### src/include/tenyr_consts.svh
`ifndef TENYR_CONSTS_SVH
`define TENYR_CONSTS_SVH

// word address map of the device side
`define RESETVECTOR 32'h0000_1000 // first instruction fetched after reset
`define RAMABITS    12            // 4096 words, 0x1000 to 0x1fff

`define RAM_ADDR    `RESETVECTOR
`define RAM_MASK    32'hFFFF_F000

// gpio block decodes four words
`define GPIO_ADDR   32'h0000_0200
`define GPIO_MASK   32'hFFFF_FFFC

// display block decodes two words
`define SEG7_ADDR   32'h0000_0100
`define SEG7_MASK   32'hFFFF_FFFE

// low bits of the scan counter divide the clock; the top two pick the digit
`define SEG7_SCAN_BITS 4

`define GPIO_COUNT  24

`endif

### src/hw/tenyr_bus_pkg.sv
`default_nettype none

package tenyr_bus_pkg;

    // request as driven by the bus master
    // adr, dat, wen and sel are held steady from stb until ack
    typedef struct packed {
        logic [31:0] adr; // word address
        logic [31:0] dat; // write data
        logic        wen; // 1 = write
        logic [3:0]  sel; // byte lanes, bit 0 is dat[7:0]
        logic        stb; // strobe
        logic        cyc; // cycle in progress
    } bus_req_t;

    // response returned by a slave
    // dat only carries meaning while ack is high on a read
    typedef struct packed {
        logic [31:0] dat;
        logic        ack;
    } bus_rsp_t;

endpackage

`default_nettype wire

### src/hw/gpio_port.sv
`default_nettype none

`include "tenyr_consts.svh"

module gpio_port
    import tenyr_bus_pkg::*;
#(
    parameter int COUNT = `GPIO_COUNT // up to 32 pins
) (
    input  wire              clk_i,
    input  wire              rst_i,
    input  wire bus_req_t    req_i,
    output bus_rsp_t         rsp_o,
    input  wire  [COUNT-1:0] gpio_i,
    output logic [COUNT-1:0] gpio_o,
    output logic [COUNT-1:0] gpio_oe_o   // 1 = pin driven by gpio_o
);

    logic [COUNT-1:0] out_q;
    logic [COUNT-1:0] dir_q;
    logic [COUNT-1:0] pins;   // what the pins look like from the bus
    logic             access;

    assign access = req_i.stb & req_i.cyc;

    always_ff @(posedge clk_i) begin
        if (rst_i) begin
            out_q <= '0;
            dir_q <= '0;     // everything an input
        end else if (access && req_i.wen) begin
            case (req_i.adr[1:0])
                2'd0: out_q <= req_i.dat[COUNT-1:0];
                2'd1: dir_q <= req_i.dat[COUNT-1:0];
                default: ;   // offsets 2 and 3 are reserved
            endcase
        end
    end

    // driven pins read back the output register, the rest read the input
    assign pins = (out_q & dir_q) | (gpio_i & ~dir_q);

    always_comb begin
        case (req_i.adr[1:0])
            2'd0:    rsp_o.dat = 32'(pins);
            2'd1:    rsp_o.dat = 32'(dir_q);
            default: rsp_o.dat = '0;
        endcase
        rsp_o.ack = access;
    end

    assign gpio_o    = out_q;
    assign gpio_oe_o = dir_q;

endmodule

`default_nettype wire

### config.mk
export PLATFORM = sky130hd
export DESIGN_NAME = gpio_port
export DESIGN_NICKNAME = d
export VERILOG_FILES = /design/src/hw/tenyr_bus_pkg.sv /design/src/hw/gpio_port.sv
export VERILOG_INCLUDE_DIRS = /design/src /design/src/include
export SDC_FILE = /design/constraint.sdc
export NUM_CORES = 1
export LEC_CHECK = 0
export BUFFER_PORTS_ARGS = -buffer_cell sky130_fd_sc_hd__buf_2
export CORE_MARGIN = 4
export CORE_UTILIZATION = 38
export DETAILED_ROUTE_END_ITERATION = 8
export PLACE_DENSITY = 0.8
export SETUP_SLACK_MARGIN = 0.3
export SYNTH_ARGS = -nofsm -noshare
export SYNTH_HDL_FRONTEND = slang
export SYNTH_SLANG_ARGS = --single-unit
### constraint.sdc
create_clock -name clk_i -period 1.09 [get_ports clk_i]
set_input_delay 0.0545 -clock clk_i [delete_from_list [all_inputs] [get_ports clk_i]]
set_output_delay 0.0545 -clock clk_i [all_outputs]
set_load 0.02 [all_outputs]
==> results of run 1 <==
kinds of logic (layout without fill, tap and decap cells):
kind of cell / after synthesis / in the layout / synth area share, %
other cells: 1 / 8 / 0.144
buf+inv: 34 / 191 / 7.72
flops: 48 / 48 / 36.8
compound gates: 96 / 96 / 18.4
mux: 24 / 24 / 9.20
simple gates: 102 / 104 / 27.7
synthesized netlist by cell type:
cell type | number | area, µm²
nand4b_1 | 1 | 8.76
nand2b_1 | 48 | 300
a21oi_1 | 24 | 120
buf_12 | 1 | 20.0
buf_2 | 4 | 20.0
and2_1 | 1 | 6.26
buf_4 | 10 | 75.1
clkbuf_1 | 14 | 52.6
and4b_4 | 1 | 13.8
buf_1 | 3 | 11.3
mux2i_1 | 24 | 240
or3b_1 | 24 | 210
and2_4 | 1 | 8.76
dfxtp_1 | 48 | 961
conb_1 | 1 | 3.75
buf_6 | 2 | 22.5
nand2b_4 | 1 | 13.8
o21ai_1 | 72 | 360
nand2_4 | 1 | 11.3
nor2b_1 | 24 | 150
registers in the layout, summed over array words and instances (netlist names):
register and flops:
gpio_o 24, gpio_oe_o 24
cell usage in the layout, fill, tap and decap left out, types with 18 or more instances in the layout:
cell	Yosys	layout
nor2b_1	24	22
o21ai_1	72	65
buf_2	4	53
buf_6	2	107
dfxtp_2	0	35
buf_4	10	18
or3b_4	0	24
mux2i_1	24	24
nand2b_1	48	47
a21oi_4	0	24
layout make-up:
| cell class | count | area [µm²] | area share [%] |
|---|---|---|---|
| Timing Repair Buffer | 183 | 1700 | 35.2 |
| Sequential cell | 48 | 1050 | 21.9 |
| Tap cell | 77 | 96.3 | 2.00 |
| Multi-Input combinational cell | 232 | 1880 | 39.0 |
| Clock inverter | 2 | 10.0 | 0.208 |
| Clock buffer | 6 | 82.6 | 1.71 |
layer usage:
metal | up-vias | GRT usage (%) | wire length (µm)
li1 | 1363 | - | -
met1 | 1352 | 22.7 | 3540
met2 | 91 | 40.6 | 5140
met3 | 19 | 3.42 | 386
met4 | 0 | 6.53 | 215
met5 | - | 0 | 0
metrics by stage:
| stage | TNS, ns | instance area (µm²) | instances |
|---|---|---|---|
| after global routing | -7.03 | 4820 | 548 |
| after floorplan | 0 | 3050 | 312 |
| after global placement | -0.746 | 3840 | 521 |
| final | -5.92 | 4820 | 548 |
| after CTS | -6.04 | 4600 | 534 |
| after detailed placement | -1.74 | 3840 | 521 |
power by group through the flow:
| stage | sequential (mW) | combinational, mW | clock [mW] |
|---|---|---|---|
| 6_report | 1.77 | 0.900 | 1.08 |
| 4_1_cts | 1.77 | 0.845 | 1.10 |
| 2_1_floorplan | 1.83 | 0.478 | 0 |
| 3_5_place_dp | 1.80 | 0.725 | 0 |
| 5_1_grt | 1.77 | 0.954 | 1.18 |
| 3_3_place_gp | 1.80 | 0.709 | 0 |
path summary, 6_finish.rpt:
kind / startpoint / end / slack, ns / cells after the start
worst max register to register: gpio_oe_o[23]$_SDFFE_PP0P_ / gpio_oe_o[23]$_SDFFE_PP0P_ / 0.25 / 4
worst min-delay path: req_i[28] / gpio_o[21]$_SDFFE_PP0P_ / 0.02 / 3
worst max-delay path: gpio_oe_o[22]$_SDFFE_PP0P_ / rsp_o[23] / -0.27 / 3
worst min register to register: gpio_oe_o[19]$_SDFFE_PP0P_ / gpio_oe_o[19]$_SDFFE_PP0P_ / 0.59 / 3
critical path, cell delays in order, from the launching register on:
cell,delay (ns)
dfxtp_2,0.33
or3b_4,0.40
a21oi_4,0.15
buf_6,0.14
timing repair:
action | in CTS | in global routing
gates resized for setup | 217 | 23
buffers inserted | 3 | 13
setup endpoints to repair | 91 | 91
pin swaps | 15 | 2
cloned | 2 | 1
==> results.toml, run 1 <==
[floorplanning]
rows = 29
start_util_pct = 40.2
die_x_um = 90.9
die_height_um = 90.9
placeableCoreArea_um2 = 6490
io_pins = 178
die_area_um2 = 8260

[power]
powerDensity_nw_per_um2 = 778
p_total_mw = 3.75
combPwrFrac_pct = 24.0
power.internal_mw = 2.71
ir_drop_v = 0.000512
clockPowerShare_pct = 28.8
power_switching_share_pct = 27.6
pwr-share-seq_pct = 47.2
p_leak_nw = 2.03
switchingPower_mw = 1.03

[timing]
finalCritPeriodShare_pct = 125
skew_ns = 0
worst_slack_ns = -0.275
holdWs_ns = 0.0198
rsz0062_at_grt = "true"
clock.fmax_mhz = 733
slew_viol_final = 0
period_minus_slack_ns = 1.36
setup_viol_count_final = 26
timing_hold_violations_final = 0

[drt]
drtPass1Iterations = 4
drt_wl_total_um = 9290
ant_nets = 0
wl_per_cell_um = 16.9
drcViolationCount = 0
via_per_inst = 5.16
drtIter0Drc = 76
vias = 2825

[flow_run]
drv_cap = 0

[critical_path]
crit_fanout = 2
crit_type = "reg2out"
cp.arrival_ns = 1.31
cp_data_required_time_ns = 1.04
start_kind = "flip-flop"
endpoint_kind = "output pin"

[cts]
cts.clk_slew.worst_paths_ns = 0.09
cts_tree = "yes"
clk_path_buf_depth = 2
htree_levels = 2
ctsHoldBuffers = 0
clkSinkCount = 48
cts_buffers = 5
root_buffer = "clkbuf_8"
clock_latency_ns = 0.29

[cells_and_area]
fillers = 446
syn_to_final_growth_pct = 84.7
final_util_pct = 74.2
layout.nets = 567
drive_gt1_share_pct = 64.3
antennaDiodeCount = 0

[logic_synthesis]
synth_area_per_cell_um2 = 8.56
yosysWarnings = 0
synth_seq_cells = 48
synth_cell_type_count = 20
netlist_instances = 305
netlist_area_um2 = 2610
ys_seq_area_share_pct = 36.8

[global_routing]
grt_pass1_vias = 2987
grtUsageTotal_pct = 20.8
overflow = 0
grt_start_max_net_pins = 73
grt_antenna_before_repair = 0
grt_pass1_wl_um = 14300

[status]
status = "finished, violations left"
violations = "setup timing"

[min_path]
min-delay-path-class = "in2reg"

[place]
port_buffers = 127
place_congestion = 0.752
place_ws_ns = -0.0686
dp_hpwl_um = 5760
Power figures use the tool's default switching activity.
==> run 2, diff against run 1 <==
CORE_UTILIZATION = 42   (was 38)
PLACE_DENSITY = 0.84   (was 0.8)
clock period = 1.5 ns   (was 1.09 ns; I/O delays follow)
==> run 2 against run 1 <==
  * Wire length down 18%
  * Register-to-register slack improved by 0.49 ns
  * The flow now finishes without violations
  * Critical endpoint is now rsp_o[19]
  * Via count shrank 7.3%
  * Clock-buffer cell count fell by 1
  * Cell area shrank 23%
  * Combinational power shrank 48%
  * Flip-flop and latch count is the same
  * Clock power down 34%
  * Clock skew unchanged
  * Die area down 8.7%
  * Sequential share of layout area rose by 5.0 points
  * Sequential power fell by 27%
==> results.toml, run 2 (synthesized netlist as in run 1, its figures left out) <==
[floorplanning]
start_util_pct = 43.6
placeableCoreArea_um2 = 5990
rows = 28
die_x_um = 86.8
die_area_um2 = 7540
io_pins = 178
die_height_um = 86.8

[global_routing]
grt_pass1_vias = 2530
grt_antenna_before_repair = 0
grt_start_max_net_pins = 73
grt_pass1_wl_um = 11800
grtUsageTotal_pct = 19.3
overflow = 0

[drt]
drt-met1-wl_um = 3120
drt_wl_total_um = 7620
dr_wl_met3_um = 374
vias = 2620
drtPass1Iterations = 4
via_per_inst = 5.06
drtIter0Drc = 72
maxUsedRoutingLayer = "met4"
route.met2.wl_um = 4000
drcViolationCount = 0
wl_per_cell_um = 14.7
ant_nets = 0

[critical_path]
r2r_slack_ns = 0.74
slowest_delay_ns = 0.39
crit_slowest_cell = "or3b_1"
path_cells = "or3b_1 -> a21oi_2 -> buf_4"
cp_data_required_time_ns = 1.42
start_kind = "flip-flop"
rr_worst_depth = 3
crit_type = "reg2out"
crit_fanout = 2
cp.arrival_ns = 1.32
endpoint_kind = "output pin"

[power]
combPwrFrac_pct = 18.8
ir_drop_v = 0.000405
switchingPower_mw = 0.664
power.internal_mw = 1.82
powerDensity_nw_per_um2 = 673
power_switching_share_pct = 26.7
pwr-share-seq_pct = 52.4
clockPowerShare_pct = 28.8
p_leak_nw = 1.75

[cells_and_area]
syn_to_final_growth_pct = 41.6
final_util_pct = 61.7
final_area_um2 = 3690
most-common-layout-cells = "103 x buf_2, 72 x o21ai_1, 48 x nand2b_1, 48 x buf_4"
layout.nets = 540
final_common_cell = "buf_2"
antennaDiodeCount = 0
drive_gt1_share_pct = 47.9

[timing]
finalCritPeriodShare_pct = 93.0
setup_viol_count_final = 0
skew_ns = 0
period_minus_slack_ns = 1.40
slew_viol_final = 0
fin_tns_setup_ns = 0
rsz0062_at_grt = "true"
clock.fmax_mhz = 717
timing_hold_violations_final = 0

[cts]
cts_tree = "yes"
clk_path_buf_depth = 2
htree_levels = 2
ctsHoldBuffers = 0
clock_latency_ns = 0.29
root_buffer = "clkbuf_8"
cts_buffers = 5
cts.clk_slew.worst_paths_ns = 0.08
clkSinkCount = 48

[status]
status = "finished clean"

[flow_run]
drv_cap = 0

[place]
place_congestion = 0.784
port_buffers = 127
dp_hpwl_um = 5000
placed_area_um2 = 3260

[min_path]
hold_path_depth = 3
min-delay-path-class = "in2reg"
==> run 2: changes by cell type in the layout (fill, tap and decap cells not counted), moves of 23 or more <==
cell,before,now
buf_4,18,48
a21oi_4,24,1
buf_6,107,4
dfxtp_1,0,24
buf_2,53,103
==> run 2: metrics by stage <==
stage	hold slack (ns)	worst slack [ns]	power, mW	instances
after floorplan	0.242	0.315	1.60	312
after global placement	0.346	0.323	1.73	488
after detailed placement	0.359	0.283	1.74	488
after CTS	0.0410	0.132	2.49	518
after global routing	0.0436	0.0563	2.60	518
final	0.0559	0.105	2.49	518
==> run 2: path summary, 6_finish.rpt <==
path,start,endpoint
worst min register to register,gpio_oe_o[10]$_SDFFE_PP0P_,gpio_oe_o[10]$_SDFFE_PP0P_
worst min-delay path,req_i[25],gpio_o[18]$_SDFFE_PP0P_
worst max-delay path,gpio_oe_o[18]$_SDFFE_PP0P_,rsp_o[19]
worst max register to register,gpio_o[7]$_SDFFE_PP0P_,gpio_o[7]$_SDFFE_PP0P_
==> run 2: cell type report <==
type                       instances  area [µm²]
clock inverter                     2        12.5
fill                             501        2300
sequential                        48         991
clock buffer                       5        68.8
multi-input combinational        230        1550
timing repair buffer             158         981
tap                               75        93.8
==> run 2: critical path: cells and delay by family, from the launching register on <==
kind / cells / cell delay (ns)
compound gates: 1 / 0.16
simple gates: 1 / 0.39
buf+inv: 1 / 0.16
flops: 1 / 0.33
==> run 2: power by group through the flow <==
stage          logic [mW]  registers, mW  clock network (mW)
2_1_floorplan       0.253           1.35                   0
3_3_place_gp        0.400           1.33                   0
3_5_place_dp        0.410           1.33                   0
4_1_cts             0.447           1.30               0.743
5_1_grt             0.505           1.30               0.794
6_report            0.468           1.30               0.715
==> run 2: routing by layer <==
metal | GRT usage [%] | up-vias
met4 | 6.23 | 0
met1 | 22.1 | 1223
met3 | 3.99 | 10
li1 | - | 1303
met2 | 35.5 | 84
met5 | 0 | -
==> run 2: repair_timing <==
action                                 in CTS  in global routing
gates resized for setup                    53                 19
buffers inserted                           23                  0
endpoints found under the hold margin       0                  0
pin swaps                                  47                 21
setup endpoints to repair                  24                 24
