$ cat src/include/tenyr_consts.svh
`ifndef TENYR_CONSTS_SVH
`define TENYR_CONSTS_SVH

// word address map of the device side
`define RESETVECTOR 32'h0000_1000 // first instruction fetched after reset
`define RAMABITS    12            // 4096 words, 0x1000 to 0x1fff

`define RAM_ADDR    `RESETVECTOR
`define RAM_MASK    32'hFFFF_F000

// gpio block decodes four words
`define GPIO_ADDR   32'h0000_0200
`define GPIO_MASK   32'hFFFF_FFFC

// display block decodes two words
`define SEG7_ADDR   32'h0000_0100
`define SEG7_MASK   32'hFFFF_FFFE

// low bits of the scan counter divide the clock; the top two pick the digit
`define SEG7_SCAN_BITS 4

`define GPIO_COUNT  24

`endif

$ cat src/hw/tenyr_bus_pkg.sv
`default_nettype none

package tenyr_bus_pkg;

    // request as driven by the bus master
    // adr, dat, wen and sel are held steady from stb until ack
    typedef struct packed {
        logic [31:0] adr; // word address
        logic [31:0] dat; // write data
        logic        wen; // 1 = write
        logic [3:0]  sel; // byte lanes, bit 0 is dat[7:0]
        logic        stb; // strobe
        logic        cyc; // cycle in progress
    } bus_req_t;

    // response returned by a slave
    // dat only carries meaning while ack is high on a read
    typedef struct packed {
        logic [31:0] dat;
        logic        ack;
    } bus_rsp_t;

endpackage

`default_nettype wire

$ cat src/hw/tenyr_dev_pkg.sv
`default_nettype none

package tenyr_dev_pkg;

    // which slave the current master address falls in
    typedef enum logic [1:0] {
        DEV_RAM  = 2'd0,
        DEV_SEG7 = 2'd1,
        DEV_GPIO = 2'd2,
        DEV_NONE = 2'd3   // default slave, reads all ones
    } dev_sel_t;

    // one hex digit on the seven-segment display
    typedef logic [3:0] seg7_digit_t;

endpackage

`default_nettype wire

$ cat src/hw/bus_mux.sv
`default_nettype none

`include "tenyr_consts.svh"

module bus_mux
    import tenyr_bus_pkg::*;
    import tenyr_dev_pkg::*;
(
    input  wire bus_req_t req_i,       // from the master
    output bus_rsp_t      rsp_o,       // back to the master

    output bus_req_t      ram_req_o,
    output bus_req_t      seg7_req_o,
    output bus_req_t      gpio_req_o,

    input  wire bus_rsp_t ram_rsp_i,
    input  wire bus_rsp_t seg7_rsp_i,
    input  wire bus_rsp_t gpio_rsp_i
);

    dev_sel_t dev_sel;
    logic     hit_gpio;
    logic     hit_seg7;
    logic     hit_ram;
    logic     active;

    assign hit_gpio = (req_i.adr & `GPIO_MASK) == `GPIO_ADDR;
    assign hit_seg7 = (req_i.adr & `SEG7_MASK) == `SEG7_ADDR;
    assign hit_ram  = (req_i.adr & `RAM_MASK)  == `RAM_ADDR;

    assign active = req_i.stb & req_i.cyc;

    // small windows win over the larger ram window
    always_comb begin
        if (hit_gpio) begin
            dev_sel = DEV_GPIO;
        end else if (hit_seg7) begin
            dev_sel = DEV_SEG7;
        end else if (hit_ram) begin
            dev_sel = DEV_RAM;
        end else begin
            dev_sel = DEV_NONE;
        end
    end

    // every slave sees the same request and only the selected one is strobed
    always_comb begin
        ram_req_o      = req_i;
        ram_req_o.stb  = req_i.stb & (dev_sel == DEV_RAM);
        ram_req_o.cyc  = req_i.cyc & (dev_sel == DEV_RAM);

        seg7_req_o     = req_i;
        seg7_req_o.stb = req_i.stb & (dev_sel == DEV_SEG7);
        seg7_req_o.cyc = req_i.cyc & (dev_sel == DEV_SEG7);

        gpio_req_o     = req_i;
        gpio_req_o.stb = req_i.stb & (dev_sel == DEV_GPIO);
        gpio_req_o.cyc = req_i.cyc & (dev_sel == DEV_GPIO);
    end

    // steer the selected response back to the master
    always_comb begin
        case (dev_sel)
            DEV_RAM: begin
                rsp_o = ram_rsp_i;
            end
            DEV_SEG7: begin
                rsp_o = seg7_rsp_i;
            end
            DEV_GPIO: begin
                rsp_o = gpio_rsp_i;
            end
            default: begin
                // default slave answers at once and drops writes
                rsp_o.dat = '1;
                rsp_o.ack = active;
            end
        endcase
    end

endmodule

`default_nettype wire

$ cat config.mk
export PLATFORM = sky130hd
export DESIGN_NAME = bus_mux
export DESIGN_NICKNAME = d
export VERILOG_FILES = /design/src/hw/tenyr_bus_pkg.sv /design/src/hw/tenyr_dev_pkg.sv /design/src/hw/bus_mux.sv
export VERILOG_INCLUDE_DIRS = /design/src /design/src/include
export SDC_FILE = /design/constraint.sdc
export NUM_CORES = 1
export LEC_CHECK = 0
export ABC_AREA = 0
export BUFFER_PORTS_ARGS = -buffer_cell sky130_fd_sc_hd__buf_2
export CAP_MARGIN = 5
export CELL_PAD_IN_SITES_DETAIL_PLACEMENT = 1
export CELL_PAD_IN_SITES_GLOBAL_PLACEMENT = 2
export CORE_AREA = 2 2 163 165
export DETAILED_ROUTE_END_ITERATION = 7
export DIE_AREA = 0 0 165 167
export GPL_TIMING_DRIVEN = 0
export PLACE_DENSITY_LB_ADDON = 0.12
export SETUP_SLACK_MARGIN = 0.4
export SYNTH_ARGS = -nofsm -noshare
export SYNTH_HDL_FRONTEND = slang
export SYNTH_SLANG_ARGS = --single-unit
$ cat constraint.sdc
create_clock -name vclk -period 2.11
set_input_delay 0.422 -clock vclk [all_inputs]
set_output_delay 0.422 -clock vclk [all_outputs]
set_load 0.02 [all_outputs]
==> results.sh, run 1 <==
export IMPL_final_common_cell="buf_2"
export IMPL_grt_max_degree=11
export IMPL_postRouteAntennaNets=0
export IMPL_antenna_found_initial=4
export IMPL_syn_avg_cell_area_um2=7.66
export IMPL_grt_pass1_wl_um=23200
export IMPL_cp_end_kind="output pin"
export IMPL_coreArea_um2=25800
export IMPL_hpwlAfterDp_um=14100
export IMPL_finalInstanceArea_um2=6150
export IMPL_first_pass_iters=4
export IMPL_yosysUniqueCellTypes=27
export IMPL_syn_inst=353
export IMPL_nClkBuffers=0
export IMPL_fin_crit_sh_pct=106
export IMPL_finalPower_uw=1090
export IMPL_synth_nets=523
export IMPL_status="finished with violations"
export IMPL_final_max_slew_viol_count=0
export IMPL_crit_type="in -> out"
export IMPL_grt_use_total_pct=10.6
export IMPL_first_global_vias=4149
export IMPL_tns_ns=-3.59
export IMPL_routabilityCongestion=0.692
export IMPL_mostFrequentLayoutCells="buf_2, buf_4, buf_6, a22oi_1, nor2_1"
export IMPL_die_h_um=167
export IMPL_num_vias=3882
export IMPL_wl_met3_um=1740
export IMPL_post_place_cells=1066
export IMPL_drc=0
export IMPL_n_antenna_cell=0
export IMPL_wl_met2_um=8700
export IMPL_io_pin_count=416
export IMPL_violations="setup timing"
export IMPL_start_util_pct=10.5
export IMPL_rows=59
export IMPL_p_per_area_nw_per_um2=178
export IMPL_cp_max_fo=5
export IMPL_placed_area_um2=5440
export IMPL_syn_area_um2=2700
export IMPL_ir_worst_vdd_v=0.0000752
export IMPL_synth_warnings=0
export IMPL_cap_viol_max_count=0
export IMPL_wl_met1_um=5550
export IMPL_viasPerCell=3.56
export IMPL_dieArea_um2=27600
export IMPL_wirelength_um=16100
export IMPL_area_sequential_um2=0
export IMPL_stdcell_count=1090
export IMPL_seq_cells=0
export IMPL_drive_gt1_share_pct=90.6
export IMPL_min_path_cells=2
export IMPL_cp_data_required_time_ns=1.69
export IMPL_fmax_ghz=0.447
export IMPL_critPathLaunchType="input pin"
export IMPL_grt_ovfl_total=0
export IMPL_rsz0062_at_grt="true"
export IMPL_finalSetupViolCount=39
export IMPL_min_path_type="in -> out"
export IMPL_period_needed_ns=2.24
export IMPL_fin_ws_ns=-0.127
export IMPL_tightest_slew_ns=0.475
export IMPL_dr_first_iter_drc_count=68
export IMPL_finalNetCount=927
export IMPL_dr_max_layer_used="met5"
export IMPL_max_slew_margin_pct=68.3
export IMPL_hold_violations=0
export IMPL_arrival_ns=1.81
export IMPL_ys_seq_area_share_pct=0
export IMPL_portBuffers=378
export IMPL_areaGrowthSynthToFinish_pct=128
export IMPL_place_ws_ns=-0.521
export IMPL_static_leakage_power_uw=0.00309
export IMPL_fp_dieW_um=165
export IMPL_routedWlPerCell_um=14.7
## stage by stage
| step | utilization, % | hold WS (ns) |
|---|---|---|
| after detailed placement | 21.1 | 1.06 |
| after global routing | 23.9 | 1.06 |
| final | 23.9 | 1.06 |
| after floorplan | - | 0.957 |
| after CTS | 22.8 | 1.06 |
| after global placement | 21.1 | 1.06 |
## synthesized netlist by cell type, drive strengths merged
cell / number / area [µm²]
a211oi: 1 / 7.51
a22oi: 33 / 248
and3: 3 / 18.8
and4: 4 / 35.0
buf: 222 / 1670
clkbuf: 5 / 18.8
clkinv: 1 / 3.75
nand2: 2 / 7.51
nand3: 1 / 17.5
nand4: 1 / 6.26
nor2: 35 / 150
nor2b: 1 / 6.26
nor3: 1 / 10.0
nor3b: 1 / 18.8
nor4: 5 / 46.3
o2111ai: 1 / 8.76
o21ai: 2 / 13.8
o221ai: 32 / 405
o2bb2ai: 1 / 8.76
or3: 1 / 6.26
## timing repair
action | CTS | global route
buffers inserted | 12 | 7
gates resized for setup | 72 | 51
endpoints found under the setup margin | 39 | 39
pin swaps | 6 | 11
endpoints found under the hold margin | 0 | 0
gates cloned | 2 | 3
hold buffers | 0 | 0
## logic make-up after synthesis
group / synth area share, %
AO/OA/AOI/OAI: 25.6
buffers and inverters: 62.5
AND/OR/NAND/NOR: 11.9
## area by class of cell
class / count / area, µm²
plain buffers: 227 / 1780
multi-input cells: 125 / 1450
well taps: 335 / 419
repair buffers: 402 / 2490
inverters: 1 / 7.51
fillers: 3162 / 19600
## worst paths after layout
path,from,to,slack [ns]
worst min-delay path,req_i[35],seg7_req_o[35],1.06
worst max-delay path,req_i[60],rsp_o[31],-0.13
## report_power, final
group,total [µW],switching [µW],internal (µW)
logic,1090,571,523
clock network,0,0,0
registers,0,0,0
## worst max-delay path, cell delays in order
cell      delay [ns]
buf_8           0.10
nor4_4          0.28
nand4_1         0.14
buf_6           0.15
nor2_4          0.10
buf_6           0.14
buf_12          0.11
buf_12          0.12
o221ai_4        0.09
buf_6           0.15
## layer usage
layer,global-route usage [%],vias up
met5,0,-
met4,0,6
met3,2.62,8
met2,21.7,248
met1,11.2,1771
li1,-,1849
Power figures use the tool's default switching activity.
==> run 2: changes to the inputs <==
--- a/config.mk
+++ b/config.mk
@@ -11,10 +11,9 @@
 export CAP_MARGIN = 5
 export CELL_PAD_IN_SITES_DETAIL_PLACEMENT = 1
 export CELL_PAD_IN_SITES_GLOBAL_PLACEMENT = 2
-export CORE_AREA = 2 2 163 165
+export CORE_AREA = 2 2 184 141
 export DETAILED_ROUTE_END_ITERATION = 7
-export DIE_AREA = 0 0 165 167
-export GPL_TIMING_DRIVEN = 0
+export DIE_AREA = 0 0 186 143
 export PLACE_DENSITY_LB_ADDON = 0.12
 export SETUP_SLACK_MARGIN = 0.4
 export SYNTH_ARGS = -nofsm -noshare
==> constraint.sdc (replaced) <==
create_clock -name vclk -period 1.92
set_input_delay 0.384 -clock vclk [all_inputs]
set_output_delay 0.384 -clock vclk [all_outputs]
set_load 0.02 [all_outputs]
==> run 2 against run 1 <==
Compared with the run above: the run still ends with setup timing left; count of clock-buffer cells in the layout unchanged; worst setup slack worse by 0.22 ns; final cell count down 27%; hold slack worse by 0.29 ns; combinational power down 41%; routed wire length down 20%; global-route usage down 1.5 points; die area down 3.5%; critical path depth down 1.
==> results.sh, run 2 (same netlist as run 1, synthesis figures left out) <==
export IMPL_status="finished with violations"
export IMPL_violations="setup timing"
export IMPL_min_path_type="in -> out"
export IMPL_gr_usage_met2_pct=16.2
export IMPL_finalSetupViolCount=39
export IMPL_cp_end_kind="output pin"
export IMPL_mostFrequentLayoutCells="buf_2, buf_4, buf_6, nor2_1, a22oi_1"
export IMPL_final_core_util_pct=17.2
export IMPL_worst_path_most_repeated_cell="buf_12"
export IMPL_ir_worst_vdd_v=0.0000489
export IMPL_drc=0
export IMPL_path_delay_family="simple AND/OR/NAND/NOR gates"
export IMPL_fin_ws_ns=-0.343
export IMPL_clock_power_share_pct=0
export IMPL_static_leakage_power_uw=0.00181
export IMPL_postRouteAntennaNets=0
export IMPL_portBuffers=264
export IMPL_power_switching_uw=375
export IMPL_crit_chain="buf_8 > nor4_4 > nand4_1 > nor2_4 > buf_12 > buf_12 > buf_16 > o221ai_4 > buf_6"
export IMPL_seq_cells=0
export IMPL_n_fill_cell=2965
export IMPL_viasPerCell=3.38
export IMPL_dieArea_um2=26600
export IMPL_start_util_pct=10.9
export IMPL_cp_data_required_time_ns=1.54
export IMPL_critPathBufInv=5
export IMPL_critPathLaunchType="input pin"
export IMPL_grt_use_met3_pct=2.01
export IMPL_num_vias=2704
export IMPL_routabilityCongestion=0.707
export IMPL_tightest_slew_ns=0.370
export IMPL_place_ws_ns=-0.442
export IMPL_coreArea_um2=24700
export IMPL_areaGrowthSynthToFinish_pct=57.7
export IMPL_final_max_slew_viol_count=0
export IMPL_final_common_cell="buf_2"
export IMPL_first_pass_iters=4
export IMPL_critical_path_max_stage_delay_ns=0.35
export IMPL_max_slew_margin_pct=75.4
export IMPL_crit_type="in -> out"
export IMPL_min_path_cells=0
export IMPL_io_pin_count=416
export IMPL_gr_max_usage_layer="met2"
export IMPL_n_antenna_cell=0
export IMPL_rows=50
export IMPL_first_global_vias=2943
export IMPL_dr_first_iter_drc_count=59
export IMPL_swShare_pct=57.8
export IMPL_combinationalPowerShare_pct=100.0
export IMPL_antenna_found_initial=0
export IMPL_area_sequential_um2=0
export IMPL_fp_dieW_um=186
export IMPL_hpwlAfterDp_um=10400
export IMPL_grt_ovfl_total=0
export IMPL_p_per_area_nw_per_um2=152
export IMPL_fmax_ghz=0.442
export IMPL_p_int_uw=273
export IMPL_finalPower_uw=648
export IMPL_finalNetCount=634
export IMPL_cap_viol_max_count=0
export IMPL_hold_violations=0
export IMPL_die_h_um=143
export IMPL_rsz0062_at_grt="true"
export IMPL_period_needed_ns=2.26
export IMPL_power_frac_seq_pct=0
export IMPL_wirelength_um=12900
export IMPL_hold_buffers=0
export IMPL_hold_start="req_i[23]"
export IMPL_use_met1_pct=11.2
export IMPL_arrival_ns=1.88
export IMPL_grt_use_total_pct=9.03
export IMPL_min_to="ram_req_o[23]"
export IMPL_routedWlPerCell_um=16.1
export IMPL_cp_slowest_cell="nor4_4"
export IMPL_grt_max_degree=18
export IMPL_nClkBuffers=0
export IMPL_grt_pass1_wl_um=18400
export IMPL_cp_max_fo=6
export IMPL_drive_gt1_share_pct=84.2
export IMPL_fin_crit_sh_pct=118
run 2: cell types whose count changed in the layout (fill, tap and decap cells not counted), moves of 3 or more:
cell / delta
buf_6: -6
buf_4: -164
clkbuf_16: -3
buf_2: -118
run 2: power by group through the flow:
stage                     clock network [µW]  logic [µW]  registers (µW)
after floorplan                            0         750               0
after global placement                     0         642               0
after detailed placement                   0         639               0
after CTS                                  0         655               0
after global routing                       0         701               0
final                                      0         648               0
run 2: how the worst max path moves through the flow:
stage / slack (ns) / end / startpoint / cells after the start
6_report: -0.34 / rsp_o[24] / req_i[52] / 9
5_1_grt: -0.39 / rsp_o[27] / req_i[52] / 9
4_1_cts: -0.33 / rsp_o[25] / req_i[60] / 9
3_5_place_dp: -0.44 / rsp_o[9] / req_i[52] / 8
3_3_place_gp: -0.50 / rsp_o[9] / req_i[52] / 8
2_1_floorplan: 0.14 / rsp_o[1] / req_i[51] / 4
run 2: routing by layer:
layer / wire length (µm) / part of all wire (%) / up-vias
li1: - / - / 1258
met1: 5210 / 40 / 1288
met2: 6510 / 51 / 131
met3: 975 / 7.6 / 27
met4: 187 / 1.5 / 0
met5: 0 / 0 / -
run 2: through the flow:
stage	area, µm²	hold WS (ns)	cells	setup TNS [ns]
floorplan	3130	0.881	353	0
global placement	3690	0.768	784	-17.36
detailed placement	3690	0.768	784	-15.21
CTS	4180	0.768	799	-11.42
global route	4260	0.768	800	-14.13
finish	4260	0.768	800	-12.41
run 2: cell type report:
type	count	area (µm²)	area share, %
timing repair buffer	336	2370	55.7
tap	338	423	9.92
multi-input combinational	125	1460	34.3
inverter	1	3.75	0.0881
run 2: timing repair:
action | in CTS | in global routing
resized for setup | 79 | 18
pin swaps | 4 | 4
gates cloned | 4 | 0
endpoints found under the setup margin | 39 | 39
setup buffers | 11 | 1
