===== config.mk =====
export PLATFORM = sky130hd
export DESIGN_NAME = seg7_ctrl
export DESIGN_NICKNAME = d
export VERILOG_FILES = /design/src/hw/tenyr_bus_pkg.sv /design/src/hw/tenyr_dev_pkg.sv /design/src/hw/seg7_ctrl.sv
export VERILOG_INCLUDE_DIRS = /design/src /design/src/include
export SDC_FILE = /design/constraint.sdc
export NUM_CORES = 1
export LEC_CHECK = 0
export BUFFER_PORTS_ARGS = -buffer_cell sky130_fd_sc_hd__buf_4
export CELL_PAD_IN_SITES_DETAIL_PLACEMENT = 1
export CELL_PAD_IN_SITES_GLOBAL_PLACEMENT = 1
export CORE_ASPECT_RATIO = 1.2
export CORE_MARGIN = 4
export CORE_UTILIZATION = 29
export DETAILED_ROUTE_END_ITERATION = 10
export MAX_ROUTING_LAYER = met4
export PLACE_DENSITY = 0.87
export SLEW_MARGIN = 10
export SYNTH_ARGS = -nofsm -noshare
export SYNTH_HDL_FRONTEND = slang
export SYNTH_SLANG_ARGS = --single-unit

===== constraint.sdc =====
create_clock -name clk_i -period 3.76 [get_ports clk_i]
set_input_delay 0.752 -clock clk_i [delete_from_list [all_inputs] [get_ports clk_i]]
set_output_delay 0.752 -clock clk_i [all_outputs]
set_load 0.005 [all_outputs]

===== src/include/tenyr_consts.svh =====
`ifndef TENYR_CONSTS_SVH
`define TENYR_CONSTS_SVH

// word address map of the device side
`define RESETVECTOR 32'h0000_1000 // first instruction fetched after reset
`define RAMABITS    12            // 4096 words, 0x1000 to 0x1fff

`define RAM_ADDR    `RESETVECTOR
`define RAM_MASK    32'hFFFF_F000

// gpio block decodes four words
`define GPIO_ADDR   32'h0000_0200
`define GPIO_MASK   32'hFFFF_FFFC

// display block decodes two words
`define SEG7_ADDR   32'h0000_0100
`define SEG7_MASK   32'hFFFF_FFFE

// low bits of the scan counter divide the clock; the top two pick the digit
`define SEG7_SCAN_BITS 4

`define GPIO_COUNT  24

`endif


===== src/hw/tenyr_bus_pkg.sv =====
`default_nettype none

package tenyr_bus_pkg;

    // request as driven by the bus master
    // adr, dat, wen and sel are held steady from stb until ack
    typedef struct packed {
        logic [31:0] adr; // word address
        logic [31:0] dat; // write data
        logic        wen; // 1 = write
        logic [3:0]  sel; // byte lanes, bit 0 is dat[7:0]
        logic        stb; // strobe
        logic        cyc; // cycle in progress
    } bus_req_t;

    // response returned by a slave
    // dat only carries meaning while ack is high on a read
    typedef struct packed {
        logic [31:0] dat;
        logic        ack;
    } bus_rsp_t;

endpackage

`default_nettype wire


===== src/hw/tenyr_dev_pkg.sv =====
`default_nettype none

package tenyr_dev_pkg;

    // which slave the current master address falls in
    typedef enum logic [1:0] {
        DEV_RAM  = 2'd0,
        DEV_SEG7 = 2'd1,
        DEV_GPIO = 2'd2,
        DEV_NONE = 2'd3   // default slave, reads all ones
    } dev_sel_t;

    // one hex digit on the seven-segment display
    typedef logic [3:0] seg7_digit_t;

endpackage

`default_nettype wire


===== src/hw/seg7_ctrl.sv =====
`default_nettype none

`include "tenyr_consts.svh"

module seg7_ctrl
    import tenyr_bus_pkg::*;
    import tenyr_dev_pkg::*;
(
    input  wire           clk_i,
    input  wire           rst_i,
    input  wire bus_req_t req_i,
    output bus_rsp_t      rsp_o,
    output logic [7:0]    seg_o,  // active low with the point in bit 7
    output logic [3:0]    an_o    // active low digit enables
);

    localparam int CNT_BITS = `SEG7_SCAN_BITS + 2;

    logic [15:0]         value_q;  // four hex digits, digit 0 in the low nibble
    logic [3:0]          dp_q;     // decimal point per digit
    logic [CNT_BITS-1:0] scan_q;
    logic [1:0]          digit;
    seg7_digit_t         nibble;
    logic                access;

    // lit segments a..g are ones in bits 0..6
    function automatic logic [6:0] hex_segments(input seg7_digit_t d);
        case (d)
            4'h0: return 7'h3F;
            4'h1: return 7'h06;
            4'h2: return 7'h5B;
            4'h3: return 7'h4F;
            4'h4: return 7'h66;
            4'h5: return 7'h6D;
            4'h6: return 7'h7D;
            4'h7: return 7'h07;
            4'h8: return 7'h7F;
            4'h9: return 7'h6F;
            4'hA: return 7'h77;
            4'hB: return 7'h7C;
            4'hC: return 7'h39;
            4'hD: return 7'h5E;
            4'hE: return 7'h79;
            default: return 7'h71;
        endcase
    endfunction

    assign access = req_i.stb & req_i.cyc;

    always_ff @(posedge clk_i) begin
        if (rst_i) begin
            value_q <= '0;
            dp_q    <= '0;
            scan_q  <= '0;
        end else begin
            scan_q <= scan_q + 1'b1; // free running
            if (access && req_i.wen) begin
                if (req_i.adr[0]) begin
                    dp_q <= req_i.dat[3:0];
                end else begin
                    value_q <= req_i.dat[15:0];
                end
            end
        end
    end

    // register reads are zero extended and answered in the same cycle
    assign rsp_o.dat = req_i.adr[0] ? {28'b0, dp_q} : {16'b0, value_q};
    assign rsp_o.ack = access;

    assign digit  = scan_q[CNT_BITS-1 -: 2];
    assign nibble = value_q[4*digit +: 4];

    assign an_o  = ~(4'b0001 << digit);
    assign seg_o = {~dp_q[digit], ~hex_segments(nibble)};

endmodule

`default_nettype wire


==> results of run 1 <==
-- worst min path at each step --
stage                     slack [ps]                        to                startpoint
after floorplan                  430      scan_q[0]$_SDFF_PP0_      scan_q[0]$_SDFF_PP0_
after global placement           440      scan_q[0]$_SDFF_PP0_      scan_q[0]$_SDFF_PP0_
after detailed placement         460      scan_q[0]$_SDFF_PP0_      scan_q[0]$_SDFF_PP0_
after CTS                        470  value_q[13]$_SDFFE_PP0P_  value_q[13]$_SDFFE_PP0P_
after global routing             490  value_q[13]$_SDFFE_PP0P_  value_q[13]$_SDFFE_PP0P_
final                            470  value_q[13]$_SDFFE_PP0P_  value_q[13]$_SDFFE_PP0P_
-- layer usage --
metal	wire (um)	part of all wire
met1	1671	0.41
met2	2073	0.51
met5	0	0
met4	59	0.014
met3	271	0.066
-- state kept, by name (all words and copies together), names as in the netlist --
register / cells
dp_q: 4
scan_q: 6
value_q: 16
-- synthesized netlist by cell type, types with 2 or more instances --
library cell  count  area [um^2]
nand3_1           4        20.02
clkbuf_1          7        26.28
nand2_1          34        127.6
buf_4            17        127.6
mux2i_1           8        80.08
buf_2             2        10.01
a21oi_1          17        85.08
mux4_2            5        112.6
buf_6             2        22.52
nand2b_1          3        18.77
nor2b_1          13        81.33
xor2_1            3        26.28
dfxtp_1          26        520.5
inv_1             8        30.03
nor2_1            8        30.03
mux2_2            4        45.04
ha_1              7        87.58
o22ai_1           3        18.77
-- cell usage in the layout (no fill, tap or decap), types with 3 or more instances in the layout --
cell type | netlist | final
ha_1 | 7 | 7
xor2_1 | 3 | 3
nand2b_1 | 3 | 3
a21oi_1 | 17 | 17
nand3_1 | 4 | 4
mux2i_1 | 8 | 8
mux4_2 | 5 | 5
nor2b_1 | 13 | 13
nand2_1 | 34 | 34
clkbuf_8 | 0 | 3
dfxtp_1 | 26 | 26
o22ai_1 | 3 | 3
nor2_1 | 8 | 8
inv_1 | 8 | 8
buf_4 | 17 | 51
conb_1 | 1 | 16
mux2_2 | 4 | 4
-- cell type report --
class                      instances  area, um^2  area share
clock buffer                       3       41.29     0.02097
multi-input combinational        139       917.1      0.4657
timing repair buffer              51       382.9      0.1944
sequential                        26       520.5      0.2643
inverter                           8       30.03     0.01525
tap                               62       77.57     0.03939
-- worst max-delay path, delay by kind of cell, from the launching register on --
kind | cells | cell delay [ps]
adder cells (fa/ha/maj) | 1 | 140
flip-flops | 1 | 400
buffers and inverters | 4 | 560
multiplexers | 2 | 1050
-- power breakdown --
group	total, mW	internal, mW	switching [mW]	leakage [nW]
Sequential	0.288	0.282	0.00606	0.211
Clock	0.156	0.0719	0.0837	0.0216
Combinational	0.0694	0.0356	0.0338	0.620
Total	0.513	0.390	0.124	0.852
-- cell families after synthesis --
family,count (synthesis),share of synthesized area
other,1,0.002347
flip-flops,26,0.3258
AND/OR/NAND/NOR,70,0.2114
adder cells (fa/ha/maj),7,0.05481
multiplexers,18,0.1652
AO/OA/AOI/OAI,24,0.08300
buffers and inverters,36,0.1355
XOR/XNOR,4,0.02193
-- per-stage QoR --
step | power (mW) | cell area [um^2]
3_3_place_gp | 0.3620 | 1928
2_1_floorplan | 0.3427 | 1654
4_1_cts | 0.5197 | 1969
5_1_grt | 0.5425 | 1969
6_report | 0.5135 | 1969
3_5_place_dp | 0.3644 | 1928
==> metrics.cfg, run 1 <==
[routing]
firstDrtPassIters=4
wirelength_mm=4.076
ant_nets=0
drc=0
first_iter_violations=55
via_count=1356
vias_per_cell=4.692
wl_per_cell_um=14.10

[timing]
tightest_slew_ps=678.2
relSlewSlack=0.5455
setup_slack_ps=581.6
rsz0062_at_grt=no
period_share=0.8453
hold_viol=0
maxSlewViolCount=0
skew_ps=1.962
hold_ws_ps=467.9
fmax_mhz=314.6
fin_crit_ps=3178
tns_ps=0
setup_violations=0

[worst_hold_path]
whs_path_depth=2
hold_class=reg -> reg

[setup_path]
critPathArrivalTime_ps=2430
r2r_end=scan_q[5]$_SDFF_PP0_
r2r_start=scan_q[4]$_SDFF_PP0_
critPathKind=reg -> out
worst_setup_path_end_kind=primary output
reg2reg_setup_slack_ps=2530
worstSetupStartpointType=register
crit_fanout=9
crit_required_ps=3010
crit_end=seg_o[3]
critPathSlowestCell=mux4_2
rr_worst_depth=4
cp_cell_sequence=buf_4 > mux4_2 > inv_1 > ha_1 > inv_1 > mux4_2 > buf_4
slowest_delay_ps=610
cp-startpoint=scan_q[4]$_SDFF_PP0_

[global_route]
first_global_vias=1379
met2_usage=0.2282
grt_pass1_wl_mm=6.686
use_met3=0.01575
use_met1=0.1552
grt.total_usage=0.1315
grt.busiest_layer=met2
grt_max_degree=27
antenna_found_initial=0
overflow=0

[yosys]
syn_inst=186
synth-seq-area-share=0.3258
synth.avg_cell_area_um2=8.590
synthDistinctLibCells=33
ys_warn_count=0
ys_seq_elements=26
ys_async_sr_fraction=0
synth_edf_count=0
synth-main-ff-cell=dfxtp_1
mappedNetlistArea_mm2=0.001598

[pwr]
p_leak_nw=0.8520
powerDensity_mw_per_mm2=260.7
peakVddDrop_mv=0.1480

[clocking]
root_buffer=clkbuf_8
cts-resized-gates=0
holdBufCountCts=0
htree_num_levels=1
cts_tree=built
cts_sinks=26
clockBufferDepth=2
clock_latency_ps=270
cts_buffers=3
cts_setup_buffers=0
clk_pin_slew_ps=80

[job]
max-cap-violations=0

[finish]
antennaDiodeCount=0
num-fill-cells=651
utilization=0.3692
area_growth_pct=23.26
drive_gt1_frac=0.2863
nets=309
finalNonFillerCells=289

[placement]
dp_hpwl_mm=3.166
dp_cells=286
portBuffers=50
dp_slack_ps=864.6
place_congestion=0.8269

[die]
die_area_mm2=0.006766
core_mm2=0.005334
ioPinCount=118
die_w_um=75.76
row_count=29
start_util=0.2996
die_height_um=89.31

[outcome]
status=completed

Power figures use the tool's default switching activity.
==> run 2, diff against run 1 <==
Settings changed: CORE_UTILIZATION 29 to 27, PLACE_DENSITY 0.87 to 0.82.
Clock period 3.76 ns to 3.3 ns, I/O delays scaled along.
==> metrics.cfg, run 2 (synthesis gave the netlist of run 1 again) <==
[finish]
final_cell_area_mm2=0.002006  ; +1.8%
final_common_cell=buf_4
drive_gt1_frac=0.2895  ; +0.003130
antennaDiodeCount=0  ; unchanged
nets=309  ; unchanged
top_regs=value_q: 16 flops, scan_q: 6 flops, dp_q: 4 flops
largest_reg_flops=16  ; unchanged
multi_input_area_um2=917.1  ; unchanged
num-fill-cells=705  ; +8.3%
area_growth_pct=25.53
seqCellArea_um2=520.5  ; unchanged
regMostFlops=value_q
final_cell_mix=buf_4, nand2_1, dfxtp_1, a21oi_1, conb_1

[clocking]
cts_buffers=3  ; unchanged
cts_setup_buffers=0  ; unchanged
cts_tree=built
root_buffer=clkbuf_8
htree_num_levels=1  ; unchanged
clock_latency_ps=270  ; about the same
clk_pin_slew_ps=80  ; about the same
cts_sinks=26  ; unchanged
cts-resized-gates=0  ; unchanged
clockBufferDepth=2  ; unchanged
holdBufCountCts=0  ; unchanged

[routing]
first_iter_violations=26  ; -53%
wl_per_cell_um=13.33  ; -5.5%
firstDrtPassIters=4  ; unchanged
ant_nets=0  ; unchanged
wirelength_mm=4.107  ; +0.76%
vias_per_cell=4.364  ; -7.0%
drc=0  ; unchanged
via_count=1344  ; -0.88%

[timing]
rsz0062_at_grt=no
tightest_slew_ps=708.3  ; +30.14 ps
period_share=0.8769
hold_ws_ps=463.0  ; -4.805 ps
fin_crit_ps=2894
relSlewSlack=0.5253  ; -0.02020
setup_violations=0  ; unchanged
skew_ps=5.016  ; +3.054 ps
fmax_mhz=345.6
tns_ps=0  ; unchanged
hold_viol=0  ; unchanged
maxSlewViolCount=0  ; unchanged

[setup_path]
critPathKind=reg -> out
crit_required_ps=2640  ; -370 ps
critPathSlowestCell=dfxtp_1
critPathArrivalTime_ps=2230  ; -200 ps
path_buf_inv=3  ; -1
worstSetupStartpointType=register
slowest_delay_ps=580  ; -30 ps
cp_top_family=multiplexers
crit_fanout=11  ; +2
worst_setup_path_end_kind=primary output
cp_cell_sequence=mux4_2 > inv_1 > ha_1 > inv_1 > mux4_2 > buf_4

[global_route]
first_global_vias=1414  ; +2.5%
grt.total_usage=0.1167  ; -0.01477
antenna_found_initial=0  ; unchanged
overflow=0  ; unchanged
grt_max_degree=27  ; unchanged
grt_pass1_wl_mm=6.630  ; -0.84%

[outcome]
status=completed

[die]
start_util=0.2800  ; -0.01951
die_w_um=78.23  ; +3.3%
ioPinCount=118  ; unchanged
row_count=30  ; +3.4%
die_height_um=92.27  ; +3.3%
die_area_mm2=0.007218  ; +6.7%
core_mm2=0.005705  ; +7.0%

[pwr]
p_total_mw=0.6112  ; +19%
p_leak_nw=0.8591  ; +0.84%
powerDensity_mw_per_mm2=304.8  ; +17%
peakVddDrop_mv=0.1606  ; +8.5%

[worst_hold_path]
hold_class=reg -> reg

[placement]
place_congestion=0.7554  ; -8.6%
dp_hpwl_mm=3.302  ; +4.3%
placed_area_mm2=0.001951  ; +1.2%
portBuffers=50  ; unchanged

[job]
max-cap-violations=0  ; unchanged

==> run 2: final timing paths <==
| kind | start | end | slack, ps | cells past startpoint |
|---|---|---|---|---|
| hold / removal | scan_q[0]$_SDFF_PP0_ | scan_q[0]$_SDFF_PP0_ | 460 | 1 |
| hold reg to reg | scan_q[0]$_SDFF_PP0_ | scan_q[0]$_SDFF_PP0_ | 460 | 1 |
| setup / recovery | scan_q[5]$_SDFF_PP0_ | seg_o[3] | 410 | 6 |
| setup reg to reg | scan_q[4]$_SDFF_PP0_ | scan_q[5]$_SDFF_PP0_ | 2080 | 4 |
==> run 2: cell type report <==
type                            count  area share
Inverter                            8     0.01497
Multi-Input combinational cell    139      0.4573
Sequential cell                    26      0.2595
Timing Repair Buffer               51      0.1909
Clock buffer                        4     0.02745
Tap cell                           80     0.04991
==> run 2: through the flow <==
| step | util | cells | setup WS, ps |
|---|---|---|---|
| CTS | 0.3515 | 308 | 357.9 |
| floorplan | - | 201 | 859.2 |
| detailed placement | 0.3419 | 304 | 668.5 |
| global route | 0.3515 | 308 | 244.1 |
| global placement | 0.3419 | 304 | 701.5 |
| finish | 0.3515 | 308 | 406.3 |
==> run 2: routing by layer <==
| layer | vias to the layer above | GRT usage | wire length [um] |
|---|---|---|---|
| li1 | 672 | - | - |
| met1 | 621 | 0.1278 | 1621 |
| met2 | 45 | 0.2164 | 2190 |
| met3 | 6 | 0.02063 | 250 |
| met4 | 0 | 0.02915 | 45 |
| met5 | - | - | 0 |
==> run 2: power breakdown <==
part	leakage, nW	internal (mW)	total, mW	switching (mW)
registers	0.211	0.322	0.328	0.00655
clock network	0.0288	0.107	0.204	0.0969
logic	0.620	0.0406	0.0793	0.0388
total	0.859	0.469	0.611	0.142
==> run 3, diff against run 2 <==
==> constraint.sdc (replaced) <==
create_clock -name clk_i -period 2.7 [get_ports clk_i]
set_input_delay 0.27 -clock clk_i [delete_from_list [all_inputs] [get_ports clk_i]]
set_output_delay 0.27 -clock clk_i [all_outputs]
set_load 0.005 [all_outputs]
==> metrics.cfg, run 3 (synthesis gave the netlist of run 1 again) <==
[setup_path]
reg2reg_setup_slack_ps=1490  ; -590 ps
worst_setup_path_end_kind=primary output
worstSetupStartpointType=register
critPathSlowestCell=dfxtp_1
critPathKind=reg -> out
crit_fanout=11  ; unchanged
r2r_end=scan_q[5]$_SDFF_PP0_
slowest_delay_ps=600  ; +20 ps
r2r_start=scan_q[4]$_SDFF_PP0_
rr_worst_depth=4  ; unchanged
cp_cell_sequence=mux4_2 > inv_1 > ha_1 > inv_1 > mux4_2 > buf_4
critPathArrivalTime_ps=2270  ; +40 ps
crit_required_ps=2430  ; -210 ps

[finish]
top_regs=value_q: 16 flops, scan_q: 6 flops, dp_q: 4 flops
num-fill-cells=725  ; +2.8%
area_growth_pct=25.61  ; about the same
drive_gt1_frac=0.2939  ; +0.004386
multi_input_area_um2=917.1  ; unchanged
seqCellArea_um2=521.8  ; +0.24%
antennaDiodeCount=0  ; unchanged
regMostFlops=value_q
nets=309  ; unchanged
largest_reg_flops=16  ; unchanged
final_cell_area_mm2=0.002007  ; about the same
final_common_cell=buf_4
final_cell_mix=buf_4, nand2_1, dfxtp_1, a21oi_1, conb_1

[timing]
relSlewSlack=0.4886  ; -0.03670
skew_ps=3.207  ; -1.810 ps
setup_violations=0  ; unchanged
rsz0062_at_grt=no
fin_crit_ps=2536
tightest_slew_ps=763.1  ; +54.76 ps
maxSlewViolCount=0  ; unchanged
fmax_mhz=394.3
tns_ps=0  ; unchanged
hold_viol=0  ; unchanged
period_share=0.9393

[clocking]
root_buffer=clkbuf_8
clk_pin_slew_ps=90  ; about the same
cts_buffers=3  ; unchanged
cts_sinks=26  ; unchanged
clockBufferDepth=2  ; unchanged
cts_tree=built
clock_latency_ps=270  ; about the same
holdBufCountCts=0  ; unchanged
htree_num_levels=1  ; unchanged

[routing]
first_iter_violations=36  ; +38%
drc=0  ; unchanged
vias_per_cell=4.386  ; +0.52%
ant_nets=0  ; unchanged
firstDrtPassIters=4  ; unchanged
via_count=1351  ; +0.52%
wirelength_mm=4.259  ; +3.7%
wl_per_cell_um=13.83  ; +3.7%

[global_route]
antenna_found_initial=0  ; unchanged
first_global_vias=1469  ; +3.9%
grt_pass1_wl_mm=6.844  ; +3.2%
grt_max_degree=27  ; unchanged
overflow=0  ; unchanged
grt.total_usage=0.1227  ; +0.005920

[worst_hold_path]
hold_class=in -> reg
hp-start=req_i[21]
whs_path_depth=3  ; +2
min_to=value_q[14]$_SDFFE_PP0P_

[pwr]
peakVddDrop_mv=0.1896  ; +18%
p_total_mw=0.7510  ; +23%
powerDensity_mw_per_mm2=374.2  ; +23%
p_leak_nw=0.8597  ; about the same

[job]
max-cap-violations=0  ; unchanged

[die]
ioPinCount=118  ; unchanged
start_util=0.2800  ; unchanged
die_height_um=92.27  ; unchanged
die_w_um=78.23  ; unchanged
core_mm2=0.005705  ; unchanged
row_count=30  ; unchanged
die_area_mm2=0.007218  ; unchanged

[placement]
portBuffers=50  ; unchanged
dp_hpwl_mm=3.377  ; +2.3%
placed_area_mm2=0.001951  ; unchanged
place_congestion=0.7948  ; +5.2%

[outcome]
status=completed

==> run 3: cell counts in the layout (fill, tap and decap cells not counted) <==
Identical to the previous run, type by type.
==> run 3: through the flow <==
stage	hold WS [ps]	instances	worst slack, ps	util
after floorplan	406.0	201	649.2	-
after global placement	445.8	304	426.3	0.3419
after detailed placement	455.1	304	381.5	0.3419
after CTS	229.2	308	62.88	0.3515
after global routing	231.7	308	41.50	0.3518
final	235.3	308	163.8	0.3518
==> run 3: layout make-up <==
class,count,share of cell area
inverter,8,0.01496
clock buffer,4,0.02743
sequential,26,0.2600
multi-input combinational,139,0.4570
tap,80,0.04988
timing repair buffer,51,0.1908
==> run 3: routing by layer <==
| layer | global-route usage | routed length, um | up-vias | share of wire |
|---|---|---|---|---|
| met4 | 0.03936 | 60 | 0 | 0.014 |
| met2 | 0.2357 | 2306 | 44 | 0.54 |
| met5 | - | 0 | - | 0 |
| li1 | - | - | 671 | - |
| met3 | 0.02063 | 236 | 5 | 0.055 |
| met1 | 0.1243 | 1655 | 631 | 0.39 |
==> run 3: power by group <==
part / switching [mW] / internal, mW
Clock: 0.122 / 0.131
Sequential: 0.00813 / 0.393
Combinational: 0.0477 / 0.0495
Total: 0.178 / 0.573
==> run 3: timing repair <==
action / in CTS / in global routing
gates resized for setup: 0 / 1
setup buffers: 0 / 0
endpoints found under the setup margin: 0 / 1
hold endpoints to repair: 0 / 0
==> run 3: worst max path at each step <==
stage	start	slack, ps	to	cells after the start
finish	scan_q[5]$_SDFF_PP0_	160	seg_o[3]	6
global placement	scan_q[4]$_SDFF_PP0_	430	seg_o[3]	6
global route	scan_q[5]$_SDFF_PP0_	40	seg_o[3]	6
CTS	scan_q[4]$_SDFF_PP0_	60	seg_o[3]	6
floorplan	scan_q[4]$_SDFF_PP0_	650	seg_o[3]	6
detailed placement	scan_q[4]$_SDFF_PP0_	380	seg_o[3]	6
==> run 3: worst max-delay path: cells and delay by family, from the launching register on <==
family,cells,cell delay [ps]
multiplexers,2,810
flip-flops,1,600
buffers and inverters,3,300
adder cells (fa/ha/maj),1,280
